File: src/hw/axi_pkg.sv
`default_nettype none

package axi_pkg;

    localparam int unsigned ADDR_W = 32;
    localparam int unsigned DATA_W = 64;
    localparam int unsigned ID_W   = 4;

    // arsize encoding for a full-width beat
    localparam logic [2:0] AXI_SIZE_BEAT = 3'($clog2(DATA_W / 8));

    typedef enum logic [1:0] {
        FIXED = 2'b00,
        INCR  = 2'b01,
        WRAP  = 2'b10
    } axi_burst_e;

    typedef enum logic [1:0] {
        OKAY   = 2'b00,
        EXOKAY = 2'b01,
        SLVERR = 2'b10,
        DECERR = 2'b11
    } axi_resp_e;

    // read address channel payload
    typedef struct packed {
        logic [ADDR_W-1:0] addr;
        logic [ID_W-1:0]   id;
        logic [7:0]        len;
        logic [2:0]        size;
        axi_burst_e        burst;
    } axi_ar_t;

    // read data channel payload
    typedef struct packed {
        logic [DATA_W-1:0] data;
        axi_resp_e         resp;
        logic              last;
        logic [ID_W-1:0]   id;
    } axi_r_t;

endpackage

`default_nettype wire
File: src/hw/cache_pkg.sv
`default_nettype none

package cache_pkg;

    import axi_pkg::*;

    localparam int unsigned LINE_ADDR_W = ADDR_W;

    // bytes carried by one beat of the line
    localparam int unsigned BEAT_BYTES = DATA_W / 8;

    typedef struct packed {
        logic [LINE_ADDR_W-1:0] addr;
    } fill_req_t;

    typedef enum logic [1:0] {
        IDLE = 2'd0,
        ADDR = 2'd1,
        DATA = 2'd2,
        DONE = 2'd3
    } fill_state_e;

endpackage

`default_nettype wire

File: src/hw/line_fill_top.sv
`timescale 1ns/1ps
`default_nettype none

module line_fill_top #(
    parameter int LINE_BEATS = 4,
    parameter int FIFO_DEPTH = 4
) (
    input  wire                  clock,
    input  wire                  reset,

    // cache request
    input  wire                  req_valid_i,
    output logic                 req_ready_o,
    input  wire cache_pkg::fill_req_t req_i,

    // cache response
    output logic                 resp_valid_o,
    input  wire                  resp_ready_i,
    output logic [LINE_BEATS*axi_pkg::DATA_W-1:0] line_o,
    output logic                 err_o,

    // AXI read address
    output logic                 ar_valid_o,
    input  wire                  ar_ready_i,
    output axi_pkg::axi_ar_t     ar_o,

    // AXI read data
    input  wire                  r_valid_i,
    output logic                 r_ready_o,
    input  wire axi_pkg::axi_r_t r_i
);

    import axi_pkg::*;
    import cache_pkg::*;

    logic      head_valid;
    fill_req_t head;
    logic      pop;
    logic      beat_en;
    axi_r_t    beat;
    logic      clear;

    fill_req_fifo #(
        .FIFO_DEPTH (FIFO_DEPTH)
    ) u_fifo (
        .clock        (clock),
        .reset        (reset),
        .push_valid_i (req_valid_i),
        .push_ready_o (req_ready_o),
        .push_i       (req_i),
        .pop_i        (pop),
        .head_valid_o (head_valid),
        .head_o       (head)
    );

    fill_ctrl #(
        .LINE_BEATS (LINE_BEATS)
    ) u_ctrl (
        .clock        (clock),
        .reset        (reset),
        .head_valid_i (head_valid),
        .head_i       (head),
        .pop_o        (pop),
        .ar_valid_o   (ar_valid_o),
        .ar_ready_i   (ar_ready_i),
        .ar_o         (ar_o),
        .r_valid_i    (r_valid_i),
        .r_ready_o    (r_ready_o),
        .r_i          (r_i),
        .beat_en_o    (beat_en),
        .beat_o       (beat),
        .clear_o      (clear),
        .resp_valid_o (resp_valid_o),
        .resp_ready_i (resp_ready_i)
    );

    line_assembler #(
        .LINE_BEATS (LINE_BEATS)
    ) u_asm (
        .clock     (clock),
        .reset     (reset),
        .clear_i   (clear),
        .beat_en_i (beat_en),
        .beat_i    (beat),
        .line_o    (line_o),
        .err_o     (err_o)
    );

endmodule

`default_nettype wire

File: src/hw/line_assembler.sv
`timescale 1ns/1ps
`default_nettype none

module line_assembler #(
    parameter int LINE_BEATS = 4
) (
    input  wire                  clock,
    input  wire                  reset,

    input  wire                  clear_i,
    input  wire                  beat_en_i,
    input  wire axi_pkg::axi_r_t beat_i,

    output logic [LINE_BEATS*axi_pkg::DATA_W-1:0] line_o,
    output logic                                  err_o
);

    import axi_pkg::*;

    localparam int CNT_W = (LINE_BEATS > 1) ? $clog2(LINE_BEATS) : 1;

    logic [CNT_W-1:0] wr_idx;
    logic             beat_err;

    assign beat_err = (beat_i.resp != OKAY);

    // beat k lands in slot k, beat 0 lowest
    always_ff @(posedge clock) begin
        if (beat_en_i) begin
            line_o[wr_idx * DATA_W +: DATA_W] <= beat_i.data;
        end
    end

    always_ff @(posedge clock) begin
        if (reset) begin
            wr_idx <= '0;
            err_o  <= 1'b0;
        end else if (clear_i) begin
            wr_idx <= '0;
            err_o  <= 1'b0;
        end else if (beat_en_i) begin
            wr_idx <= wr_idx + 1'b1;
            // sticky over the whole line
            err_o  <= err_o | beat_err;
        end
    end

endmodule

`default_nettype wire

File: src/hw/fill_ctrl.sv
`timescale 1ns/1ps
`default_nettype none

module fill_ctrl #(
    parameter int LINE_BEATS = 4
) (
    input  wire                  clock,
    input  wire                  reset,

    // head of the request queue
    input  wire                  head_valid_i,
    input  wire cache_pkg::fill_req_t head_i,
    output logic                 pop_o,

    // AXI read address
    output logic                 ar_valid_o,
    input  wire                  ar_ready_i,
    output axi_pkg::axi_ar_t     ar_o,

    // AXI read data
    input  wire                  r_valid_i,
    output logic                 r_ready_o,
    input  wire axi_pkg::axi_r_t r_i,

    // to the line assembler
    output logic                 beat_en_o,
    output axi_pkg::axi_r_t      beat_o,
    output logic                 clear_o,

    // line handshake towards the cache
    output logic                 resp_valid_o,
    input  wire                  resp_ready_i
);

    import axi_pkg::*;
    import cache_pkg::*;

    localparam int CNT_W      = (LINE_BEATS > 1) ? $clog2(LINE_BEATS) : 1;
    localparam int LINE_BYTES = LINE_BEATS * BEAT_BYTES;

    // clears the offset bits inside a line
    localparam logic [ADDR_W-1:0] LINE_MASK = ~(ADDR_W'(LINE_BYTES) - 1'b1);

    fill_state_e      state;
    logic [CNT_W-1:0] beat_cnt;
    logic             last_beat;

    assign last_beat = (beat_cnt == CNT_W'(LINE_BEATS - 1));

    always_ff @(posedge clock) begin
        if (reset) begin
            state    <= IDLE;
            beat_cnt <= '0;
        end else begin
            case (state)
                IDLE: begin
                    if (head_valid_i) begin
                        state <= ADDR;
                    end
                end
                ADDR: begin
                    if (ar_ready_i) begin
                        state    <= DATA;
                        beat_cnt <= '0;
                    end
                end
                DATA: begin
                    if (beat_en_o) begin
                        beat_cnt <= beat_cnt + 1'b1;
                        if (last_beat) begin
                            state <= DONE;
                        end
                    end
                end
                DONE: begin
                    // line held here until the cache takes it
                    if (resp_ready_i) begin
                        state <= IDLE;
                    end
                end
                default: begin
                    state <= IDLE;
                end
            endcase
        end
    end

    // burst built straight from the queue head, stable until popped
    always_comb begin
        ar_o       = '0;
        ar_o.addr  = head_i.addr & LINE_MASK;
        ar_o.id    = '0;
        ar_o.len   = 8'(LINE_BEATS - 1);
        ar_o.size  = AXI_SIZE_BEAT;
        ar_o.burst = INCR;
    end

    assign ar_valid_o   = (state == ADDR);
    assign pop_o        = ar_valid_o && ar_ready_i;
    assign clear_o      = pop_o;
    assign r_ready_o    = (state == DATA);
    assign beat_en_o    = r_valid_i && r_ready_o;
    assign beat_o       = r_i;
    assign resp_valid_o = (state == DONE);

    // address phase must not change while the slave stalls it
    ar_stable_a: assert property (
        @(posedge clock) disable iff (reset)
        ar_valid_o && !ar_ready_i |=> ar_valid_o && $stable(ar_o)
    );

    // slave marks exactly the final beat of the line as last
    last_on_final_beat_a: assert property (
        @(posedge clock) disable iff (reset)
        beat_en_o |-> (r_i.last == last_beat)
    );

endmodule

`default_nettype wire

File: src/hw/fill_req_fifo.sv
`timescale 1ns/1ps
`default_nettype none

module fill_req_fifo #(
    parameter int FIFO_DEPTH = 4
) (
    input  wire                  clock,
    input  wire                  reset,

    input  wire                  push_valid_i,
    output logic                 push_ready_o,
    input  wire cache_pkg::fill_req_t push_i,

    input  wire                  pop_i,
    output logic                 head_valid_o,
    output cache_pkg::fill_req_t head_o
);

    localparam int PTR_W = (FIFO_DEPTH > 1) ? $clog2(FIFO_DEPTH) : 1;
    localparam int CNT_W = $clog2(FIFO_DEPTH + 1);

    cache_pkg::fill_req_t mem [FIFO_DEPTH];

    logic [PTR_W-1:0] wr_ptr;
    logic [PTR_W-1:0] rd_ptr;
    logic [CNT_W-1:0] count;
    logic             do_push;
    logic             do_pop;

    assign push_ready_o = (count != CNT_W'(FIFO_DEPTH));
    assign head_valid_o = (count != '0);
    assign head_o       = mem[rd_ptr];

    assign do_push = push_valid_i && push_ready_o;
    assign do_pop  = pop_i && head_valid_o;

    // request slots, written at the write pointer
    always_ff @(posedge clock) begin
        if (do_push) begin
            mem[wr_ptr] <= push_i;
        end
    end

    always_ff @(posedge clock) begin
        if (reset) begin
            wr_ptr <= '0;
            rd_ptr <= '0;
            count  <= '0;
        end else begin
            if (do_push) begin
                if (wr_ptr == PTR_W'(FIFO_DEPTH - 1)) begin
                    wr_ptr <= '0;
                end else begin
                    wr_ptr <= wr_ptr + 1'b1;
                end
            end
            if (do_pop) begin
                if (rd_ptr == PTR_W'(FIFO_DEPTH - 1)) begin
                    rd_ptr <= '0;
                end else begin
                    rd_ptr <= rd_ptr + 1'b1;
                end
            end
            if (do_push && !do_pop) begin
                count <= count + 1'b1;
            end else if (do_pop && !do_push) begin
                count <= count - 1'b1;
            end
        end
    end

    // controller only pops after it has seen a head
    pop_not_empty_a: assert property (
        @(posedge clock) disable iff (reset)
        pop_i |-> head_valid_o
    );

endmodule

`default_nettype wire

File: config.mk
export PLATFORM = sky130hd
export DESIGN_NAME = line_fill_top
export DESIGN_NICKNAME = d
export VERILOG_FILES = /design/src/hw/axi_pkg.sv /design/src/hw/cache_pkg.sv /design/src/hw/line_fill_top.sv /design/src/hw/line_assembler.sv /design/src/hw/fill_ctrl.sv /design/src/hw/fill_req_fifo.sv
export SDC_FILE = /design/constraint.sdc
export NUM_CORES = 1
export LEC_CHECK = 0
export BUFFER_PORTS_ARGS = -buffer_cell sky130_fd_sc_hd__buf_2
export CORE_MARGIN = 10
export CORE_UTILIZATION = 57
export CTS_CLUSTER_DIAMETER = 30
export CTS_CLUSTER_SIZE = 10
export DETAILED_ROUTE_END_ITERATION = 10
export PLACE_DENSITY = 0.85
export SLEW_MARGIN = 20
export SYNTH_ARGS = -nofsm -noshare
export SYNTH_HDL_FRONTEND = slang
export SYNTH_HIERARCHICAL = 1
export SYNTH_SLANG_ARGS = --single-unit
File: constraint.sdc
create_clock -name clock -period 8.8 [get_ports clock]
set_input_delay 1.32 -clock clock [delete_from_list [all_inputs] [get_ports clock]]
set_output_delay 1.32 -clock clock [all_outputs]
set_load 0.02 [all_outputs]
==> results of run 1 <==
==> worst max-delay path by stage <==
stage	startpoint	endpoint	slack [ns]	cells after the start
after CTS	register	ar_o[41]	5.03	2
after global routing	register	ar_o[41]	4.91	2
after global placement	ar_ready_i	u_fifo/count[2]	5.56	9
final	register	ar_o[41]	5.11	2
after floorplan	r_valid_i	u_asm/line_o[0]	5.28	2
after detailed placement	ar_ready_i	u_fifo/count[2]	5.53	9
==> placed cells by master (no fill, tap or decap), types with 2 or more instances in the layout <==
cell,instances
and3_1,190
buf_2,386
xor2_1,2
nand3_1,2
nor2b_4,2
mux2i_1,4
and3_2,4
clkinv_4,4
a21oi_1,2
nor3_1,4
inv_1,13
o21ai_0,2
inv_6,5
and2_1,60
diode_2,4
bufinv_16,7
mux4_2,27
nand2_1,2
clkbuf_1,5
or3_2,2
clkbuf_8,2
dfxtp_1,15
o31ai_2,2
and2_4,5
clkbuf_16,61
nor2_1,5
clkinv_1,13
clkinvlp_4,6
clkinv_2,5
ha_1,18
edfxtp_1,364
conb_1,22
nand2b_1,2
and3b_1,2
and2_2,7
buf_4,6
==> layout make-up <==
class                      instances  area (sq um)  area share, %
clock buffer                      68          1570           8.38
antenna                            4          10.0         0.0534
timing repair buffer             393          2000           10.6
inverter                          13          48.8          0.260
sequential                       380         11300           60.0
clock inverter                    41           428           2.28
tap                              341           427           2.27
multi-input combinational        386          3020           16.1
==> through the flow <==
step / instance area [sq um] / cells / hold WS (ns) / worst slack [ns] / utilization (%)
finish: 18800 / 1626 / 0.493 / 5.11 / 70.2
global route: 18800 / 1625 / 0.517 / 4.91 / 70.2
CTS: 18700 / 1621 / 0.493 / 5.03 / 70.1
detailed placement: 16700 / 1512 / 0.484 / 5.53 / 62.6
global placement: 16700 / 1512 / 0.467 / 5.56 / 62.6
floorplan: 15400 / 952 / 0.463 / 5.28 / -
==> where the power goes <==
group / internal, mW / switching [mW]
combinational: 0.197 / 0.350
sequential: 2.09 / 0.0483
clock: 1.49 / 0.815
total: 3.78 / 1.21
==> state kept, by name (all words and copies together) (netlist names), named ones only <==
register,count
u_ctrl/state,2
u_asm/wr_idx,2
u_asm/line_o,256
u_fifo/rd_ptr,2
u_fifo/count,3
u_fifo/mem,108
u_ctrl/beat_cnt,2
u_asm/err_o,1
u_fifo/wr_ptr,2
==> routing by layer <==
| layer | vias to the layer above | share of wire [%] |
|---|---|---|
| met5 | - | 0.11 |
| met1 | 4545 | 33 |
| met3 | 96 | 11 |
| met2 | 619 | 52 |
| met4 | 6 | 3.5 |
| li1 | 3959 | - |
==> worst max-delay path, cell delays in order (launching register included) <==
cell and delay (ns):
dfxtp_2 0.98, mux4_2 0.64, buf_2 0.19
==> results.ini, run 1 <==
[global_route]
met1_usage_pct = 26.4
gr-usage-met3_pct = 7.81
grtUsageMet2_pct = 41.7
grt_remaining_overflow = 0
grt_pass1_wl_microns = 60700
grt_pass1_vias = 9581
grt_usage_pct = 23.9
grt_max_degree = 143
antenna_found_initial = 7
top_usage_layer = met2

[pwr]
fin_total_pwr_mw = 4.99
vdd_drop_max_uv = 166
p_leak_nw = 8.64
cellPowerDensity_nw_per_um2 = 266

[clocking]
clkSlewWorstSetupHoldPaths_ns = 0.05
cts.repair.resized = 0
clock_path_buffers = 3
clk_latency_ns = 0.56
cts_buffers = 61
cts_root_buf = clkbuf_16
cts_tree = yes
h-tree-depth = 2
cts.sinks = 380
ctsHoldBuffers = 0
cts_setup_buffers = 0

[timing]
finalSetupViolations = 0
fin_crit_ns = 3.69
timing.slew.headroom_pct = 27.1
post-route-period-util_pct = 42.0
worst_slew_pin_slew_ns = 1.09
fin_worst_skew_ns = 0.0171
rsz0062_at_grt = no
slew_violations = 0
tns_ns = 0
maxClockFrequency_ghz = 0.271
finalHoldViolCount = 0

[finish]
drive_above_1_share_pct = 42.1
area_growth_pct = 22.2
nets = 1363
fillers = 1627

[flow_run]
drv_cap = 0

[setup_path]
crit_fanout = 27
r2r_slack_ns = 5.78
required_ns = 7.48
crit_type = reg -> out
cp_data_arrival_time_ns = 2.37
r2r-start = u_asm/wr_idx[0]
rr_endpoint = u_asm/line_o[225]
cp-end-kind = output pin
startpoint_type = register
r2r_cells = 6

[logic_synthesis]
synthesis.area_sq_um = 15300
syn_avg_cell_area_sq_um = 16.5
synth_warnings = 6
synthCells = 932

[die]
io_pins = 419
core.rowCount = 60
die-width_microns = 184
dieArea_sq_um = 33900
coreArea_sq_um = 26700
die_h_microns = 184
initial_utilization_pct = 57.4

[detailed_routing]
finalWirelength_microns = 41800
ant_nets = 0
drt_iter0_markers = 891
wl_per_cell_microns = 25.7
vias = 9225
post_drt_via_cell_ratio = 5.67
firstDrtPassIters = 5
drc = 0

[placed_design]
hpwlAfterDp_microns = 26300
gp_congestion = 0.814
port-buffer-count = 386

[hold_path]
hold_depth = 2
whs_endpoint = u_asm/err_o
min_from = u_asm/err_o
hold_class = reg -> reg

[status]
status = complete, no violations

(Power assumes the default switching activity.)
==> run 2, diff against run 1 <==
Settings changed: ABC_AREA from default to 1, CORE_UTILIZATION 57 to 53, PLACE_DENSITY 0.85 to 0.8.
Clock period 8.8 ns to 3.47 ns, I/O delays scaled along.
==> results.ini, run 2 <==
[status]
status = complete, no violations

[logic_synthesis]
syn_avg_cell_area_sq_um = 12.8
synthCells = 1222
synthesis.area_sq_um = 15700
synth_warnings = 6

[finish]
largest_register_ffs = 256
area_growth_pct = 24.4
layout_commonest_cell = buf_2
nets = 1675
seq_area_sq_um = 11300
finalNonFillerCells = 1986
multi_input_area_sq_um = 2850
design_area_sq_um = 19500
largest_register = u_asm/line_o
reg_top3 = u_asm/line_o (256), u_fifo/mem (108), u_fifo/count (3)
drive_above_1_share_pct = 35.9
fillers = 1988
final_cell_mix = 386 x buf_2, 364 x edfxtp_1, 265 x nor2_1

[die]
dieArea_sq_um = 36800
coreArea_sq_um = 28900
die-width_microns = 192
core.rowCount = 62
io_pins = 419
die_h_microns = 192
initial_utilization_pct = 54.2

[placed_design]
port-buffer-count = 386
dp_cells = 1860
dpl_cell_area_sq_um = 17100
hpwlAfterDp_microns = 29800
gp_congestion = 0.874

[setup_path]
r2r_cells = 6
slowest_stage = buf_4
crit_fanout = 55
required_ns = 2.95
cp-end-kind = output pin
r2r_slack_ns = 0.93
crit_chain = buf_4, inv_8, o21ai_0, o22ai_1, buf_2
startpoint_type = register
rr_endpoint = u_asm/line_o[31]
crit_type = reg -> out
r2r-start = u_asm/wr_idx[0]
cp_data_arrival_time_ns = 2.19
slowest_delay_ns = 0.48

[timing]
fin_crit_ns = 2.71
fin_worst_skew_ns = 0.0185
post-route-period-util_pct = 78.2
tns_ns = 0
finalHoldViolCount = 0
worst_slew_pin_slew_ns = 1.14
slew_violations = 0
rsz0062_at_grt = no
timing.slew.headroom_pct = 24.2
maxClockFrequency_ghz = 0.368
finalSetupViolations = 0

[pwr]
fin_total_pwr_mw = 14.3
vdd_drop_max_uv = 475
cellPowerDensity_nw_per_um2 = 735
p_leak_nw = 7.22

[clocking]
cts_root_buf = clkbuf_16
clock_path_buffers = 3
clk_latency_ns = 0.56
clkSlewWorstSetupHoldPaths_ns = 0.04
cts_setup_buffers = 0
cts.repair.resized = 0
cts.sinks = 380
ctsHoldBuffers = 0
cts_tree = yes
h-tree-depth = 3
cts_buffers = 69

[hold_path]
whs_endpoint = u_fifo/mem[0][9]
hold_depth = 1
min_from = req_i[9]
hold_class = in -> reg

[global_route]
grt_pass1_wl_microns = 66300
grt_remaining_overflow = 0
grt_usage_pct = 23.9
grt_max_degree = 65
grt_pass1_vias = 10900
antenna_found_initial = 3

[detailed_routing]
wl_per_cell_microns = 22.9
finalWirelength_microns = 45400
drc = 0
post_drt_via_cell_ratio = 5.26
firstDrtPassIters = 5
vias = 10400
ant_nets = 0
drt_iter0_markers = 909

[flow_run]
drv_cap = 0

[run 2: worst max path at each step]
| stage | to | start | cells past startpoint | slack (ns) |
|---|---|---|---|---|
| 6_report | ar_o[40] | register | 5 | 0.76 |
| 5_1_grt | ar_o[40] | register | 5 | 0.67 |
| 4_1_cts | ar_o[22] | register | 5 | 0.79 |
| 3_5_place_dp | u_asm/line_o[31] | u_asm/wr_idx[0] | 6 | 0.93 |
| 3_3_place_gp | u_asm/line_o[4] | u_asm/wr_idx[0] | 6 | 1.01 |
| 2_1_floorplan | u_asm/line_o[0] | u_ctrl/state[0] | 7 | 0.84 |
[run 2: layout make-up]
| type | count | area share (%) |
|---|---|---|
| Antenna cell | 2 | 0.0257 |
| Clock buffer | 72 | 8.91 |
| Clock inverter | 52 | 3.22 |
| Inverter | 105 | 2.06 |
| Multi-Input combinational cell | 585 | 14.6 |
| Sequential cell | 380 | 57.7 |
| Tap cell | 384 | 2.46 |
| Timing Repair Buffer | 406 | 11.0 |
[run 2: metal layers]
layer  GRT usage (%)  vias to the layer above  wire length, microns
met5               0                        -                    13
met3            9.79                      108                  6100
met4            10.7                        2                  1550
met2            40.3                      665                 22800
li1                -                     4669                     -
met1            26.0                     4994                 14900
[run 2: where the power goes]
part	total [mW]	switching, mW	internal [mW]
logic	2.15	1.55	0.601
registers	5.53	0.111	5.42
clock network	6.66	2.35	4.31
total	14.3	4.01	10.3
[run 2: critical path, delay by kind of cell, from the launching register on]
family / cells / cell delay, ns
buffers and inverters: 3 / 0.88
AOI/OAI and AO/OA: 2 / 0.38
DFF: 1 / 0.30
[run 2: per-stage QoR]
step	utilization [%]	worst slack [ns]	hold slack [ns]
2_1_floorplan	-	0.840	0.441
3_3_place_gp	59.2	1.01	0.435
3_5_place_dp	59.2	0.928	0.444
4_1_cts	67.4	0.794	0.144
5_1_grt	67.4	0.666	0.156
6_report	67.4	0.756	0.169
==> run 3, diff against run 2 <==
Settings changed: CORE_UTILIZATION 53 to 48, PLACE_DENSITY 0.8 to 0.76.
Clock period 3.47 ns to 2.2 ns, I/O delays scaled along.
==> results.ini, run 3 (same netlist as run 2, synthesis figures left out) <==
[status]
status = complete, no violations

[die]
dieArea_sq_um = 40300
coreArea_sq_um = 32400
io_pins = 419
die_h_microns = 201
core.rowCount = 66
initial_utilization_pct = 48.4
die-width_microns = 201

[detailed_routing]
drc = 0
ant_nets = 0
wl_per_cell_microns = 21.9
vias = 10600
post_drt_via_cell_ratio = 5.05
firstDrtPassIters = 7
drt_iter0_markers = 1156
finalWirelength_microns = 45900

[global_route]
grt_usage_pct = 22.4
grt_remaining_overflow = 0
antenna_found_initial = 2
grt_max_degree = 65
grt_pass1_vias = 11000
grt_pass1_wl_microns = 69200

[finish]
final_cell_mix = 386 x buf_2, 364 x edfxtp_1, 265 x nor2_1
reg_top3 = u_asm/line_o (256), u_fifo/mem (108), u_fifo/count (3)
nets = 1718
drive_above_1_share_pct = 36.9
final_util_pct = 63.1
layout_commonest_cell = buf_2
area_growth_pct = 30.4
largest_register_ffs = 256
largest_register = u_asm/line_o
design_area_sq_um = 20400

[hold_path]
hold_class = in -> reg
min_from = req_i[23]

[setup_path]
crit_buf_inv = 2
crit_family = buffers and inverters
slowest_stage = dfxtp_4
required_ns = 1.87
crit_fanout = 54
cp-end-kind = output pin
startpoint_type = register
crit_type = reg -> out
r2r-start = u_ctrl/state[1]
cp_data_arrival_time_ns = 1.79
slowest_delay_ns = 0.39
crit_chain = inv_8, nor2_1, o22ai_1, buf_2

[clocking]
clk_latency_ns = 0.56
h-tree-depth = 3
clkSlewWorstSetupHoldPaths_ns = 0.05
cts_root_buf = clkbuf_16
cts_tree = yes
cts_buffers = 76
cts.sinks = 380
clock_path_buffers = 3

[pwr]
p_comb_share_pct = 14.9
seq_power_share_pct = 36.2
internal-power_mw = 17.7
vdd_drop_max_uv = 855
p_sw_share_pct = 26.6
pwr-share-clk_pct = 48.9
p_leak_nw = 7.53
switchingPower_mw = 6.41
cellPowerDensity_nw_per_um2 = 1180

[timing]
fin_crit_ns = 2.12
finalHoldViolCount = 0
maxClockFrequency_ghz = 0.471
post-route-period-util_pct = 96.5
finalSetupViolations = 0
slew_violations = 0
fin_worst_skew_ns = 0.0246
rsz0062_at_grt = yes

[placed_design]
port-buffer-count = 386
dpl_cell_area_sq_um = 17500
gp_congestion = 0.888
hpwlAfterDp_microns = 30900

[flow_run]
drv_cap = 0

==> run 3: changes by cell type in the layout (fill, tap and decap cells not counted), sizes merged <==
cell	change
dlygate4sd3	+27
clkbuf	+21
buf	+9
clkinvlp	+9
inv	-9
clkinv	-7
bufinv	+3
==> run 3: final timing paths <==
path / to / slack (ns) / cells past startpoint
hold / removal: u_fifo/mem[1][23] / 0.05 / 1
setup / recovery: ar_o[35] / 0.08 / 4
hold reg to reg: u_asm/err_o / 0.47 / 2
setup reg to reg: u_fifo/count[2] / 0.18 / 14
==> run 3: power groups by stage <==
stage                     Sequential (mW)  Clock (mW)  Combinational (mW)
after floorplan                      9.04           0                2.53
after global placement               8.82           0                3.40
after detailed placement             8.85           0                3.49
after CTS                            8.73        11.9                3.56
after global routing                 8.77        12.3                3.90
final                                8.74        11.8                3.59
==> run 3: repair_timing <==
action	CTS	global route
hold endpoints to repair	103	0
gates resized for setup	3	6
hold buffers	27	0
endpoints found under the setup margin	27	13
cloned	0	0
setup buffers	0	0
==> run 3: layout make-up <==
| type | instances | area, sq um |
|---|---|---|
| Fill cell | 2346 | 11900 |
| Sequential cell | 380 | 11300 |
| Multi-Input combinational cell | 585 | 2850 |
| Timing Repair Buffer | 442 | 2670 |
| Clock buffer | 93 | 2080 |
| Clock inverter | 48 | 601 |
| Tap cell | 442 | 553 |
| Inverter | 105 | 419 |
| Antenna cell | 2 | 5.00 |
==> run 3: layer usage <==
metal	global-route usage [%]	wire length, microns
met1	27.9	17400
met2	35.8	22300
met3	7.10	5140
met4	8.39	1150
met5	0	0
==> run 3: worst register-to-register path, stage by stage (launching register included) <==
cell     delay (ns)
dfxtp_2        0.36
inv_1          0.08
ha_2           0.21
nand2_1        0.07
inv_1          0.07
nand2_1        0.12
ha_2           0.20
inv_1          0.06
fa_1           0.38
inv_1          0.07
nand2_1        0.07
nand3_1        0.08
nand2_1        0.05
inv_1          0.05
nor2_1         0.03
==> run 3: through the flow <==
step	instances	TNS [ns]	hold slack, ns	setup WS, ns	power [mW]
final	2097	0	0.0499	0.0768	24.1
after global routing	2096	-0.0152	0.0143	-0.0109	25.0
after CTS	2095	0	0.0127	0.0278	24.2
after detailed placement	1927	0	0.445	0.112	12.3
after global placement	1927	0	0.437	0.168	12.2
after floorplan	1242	-24.27	0.399	-0.225	11.6
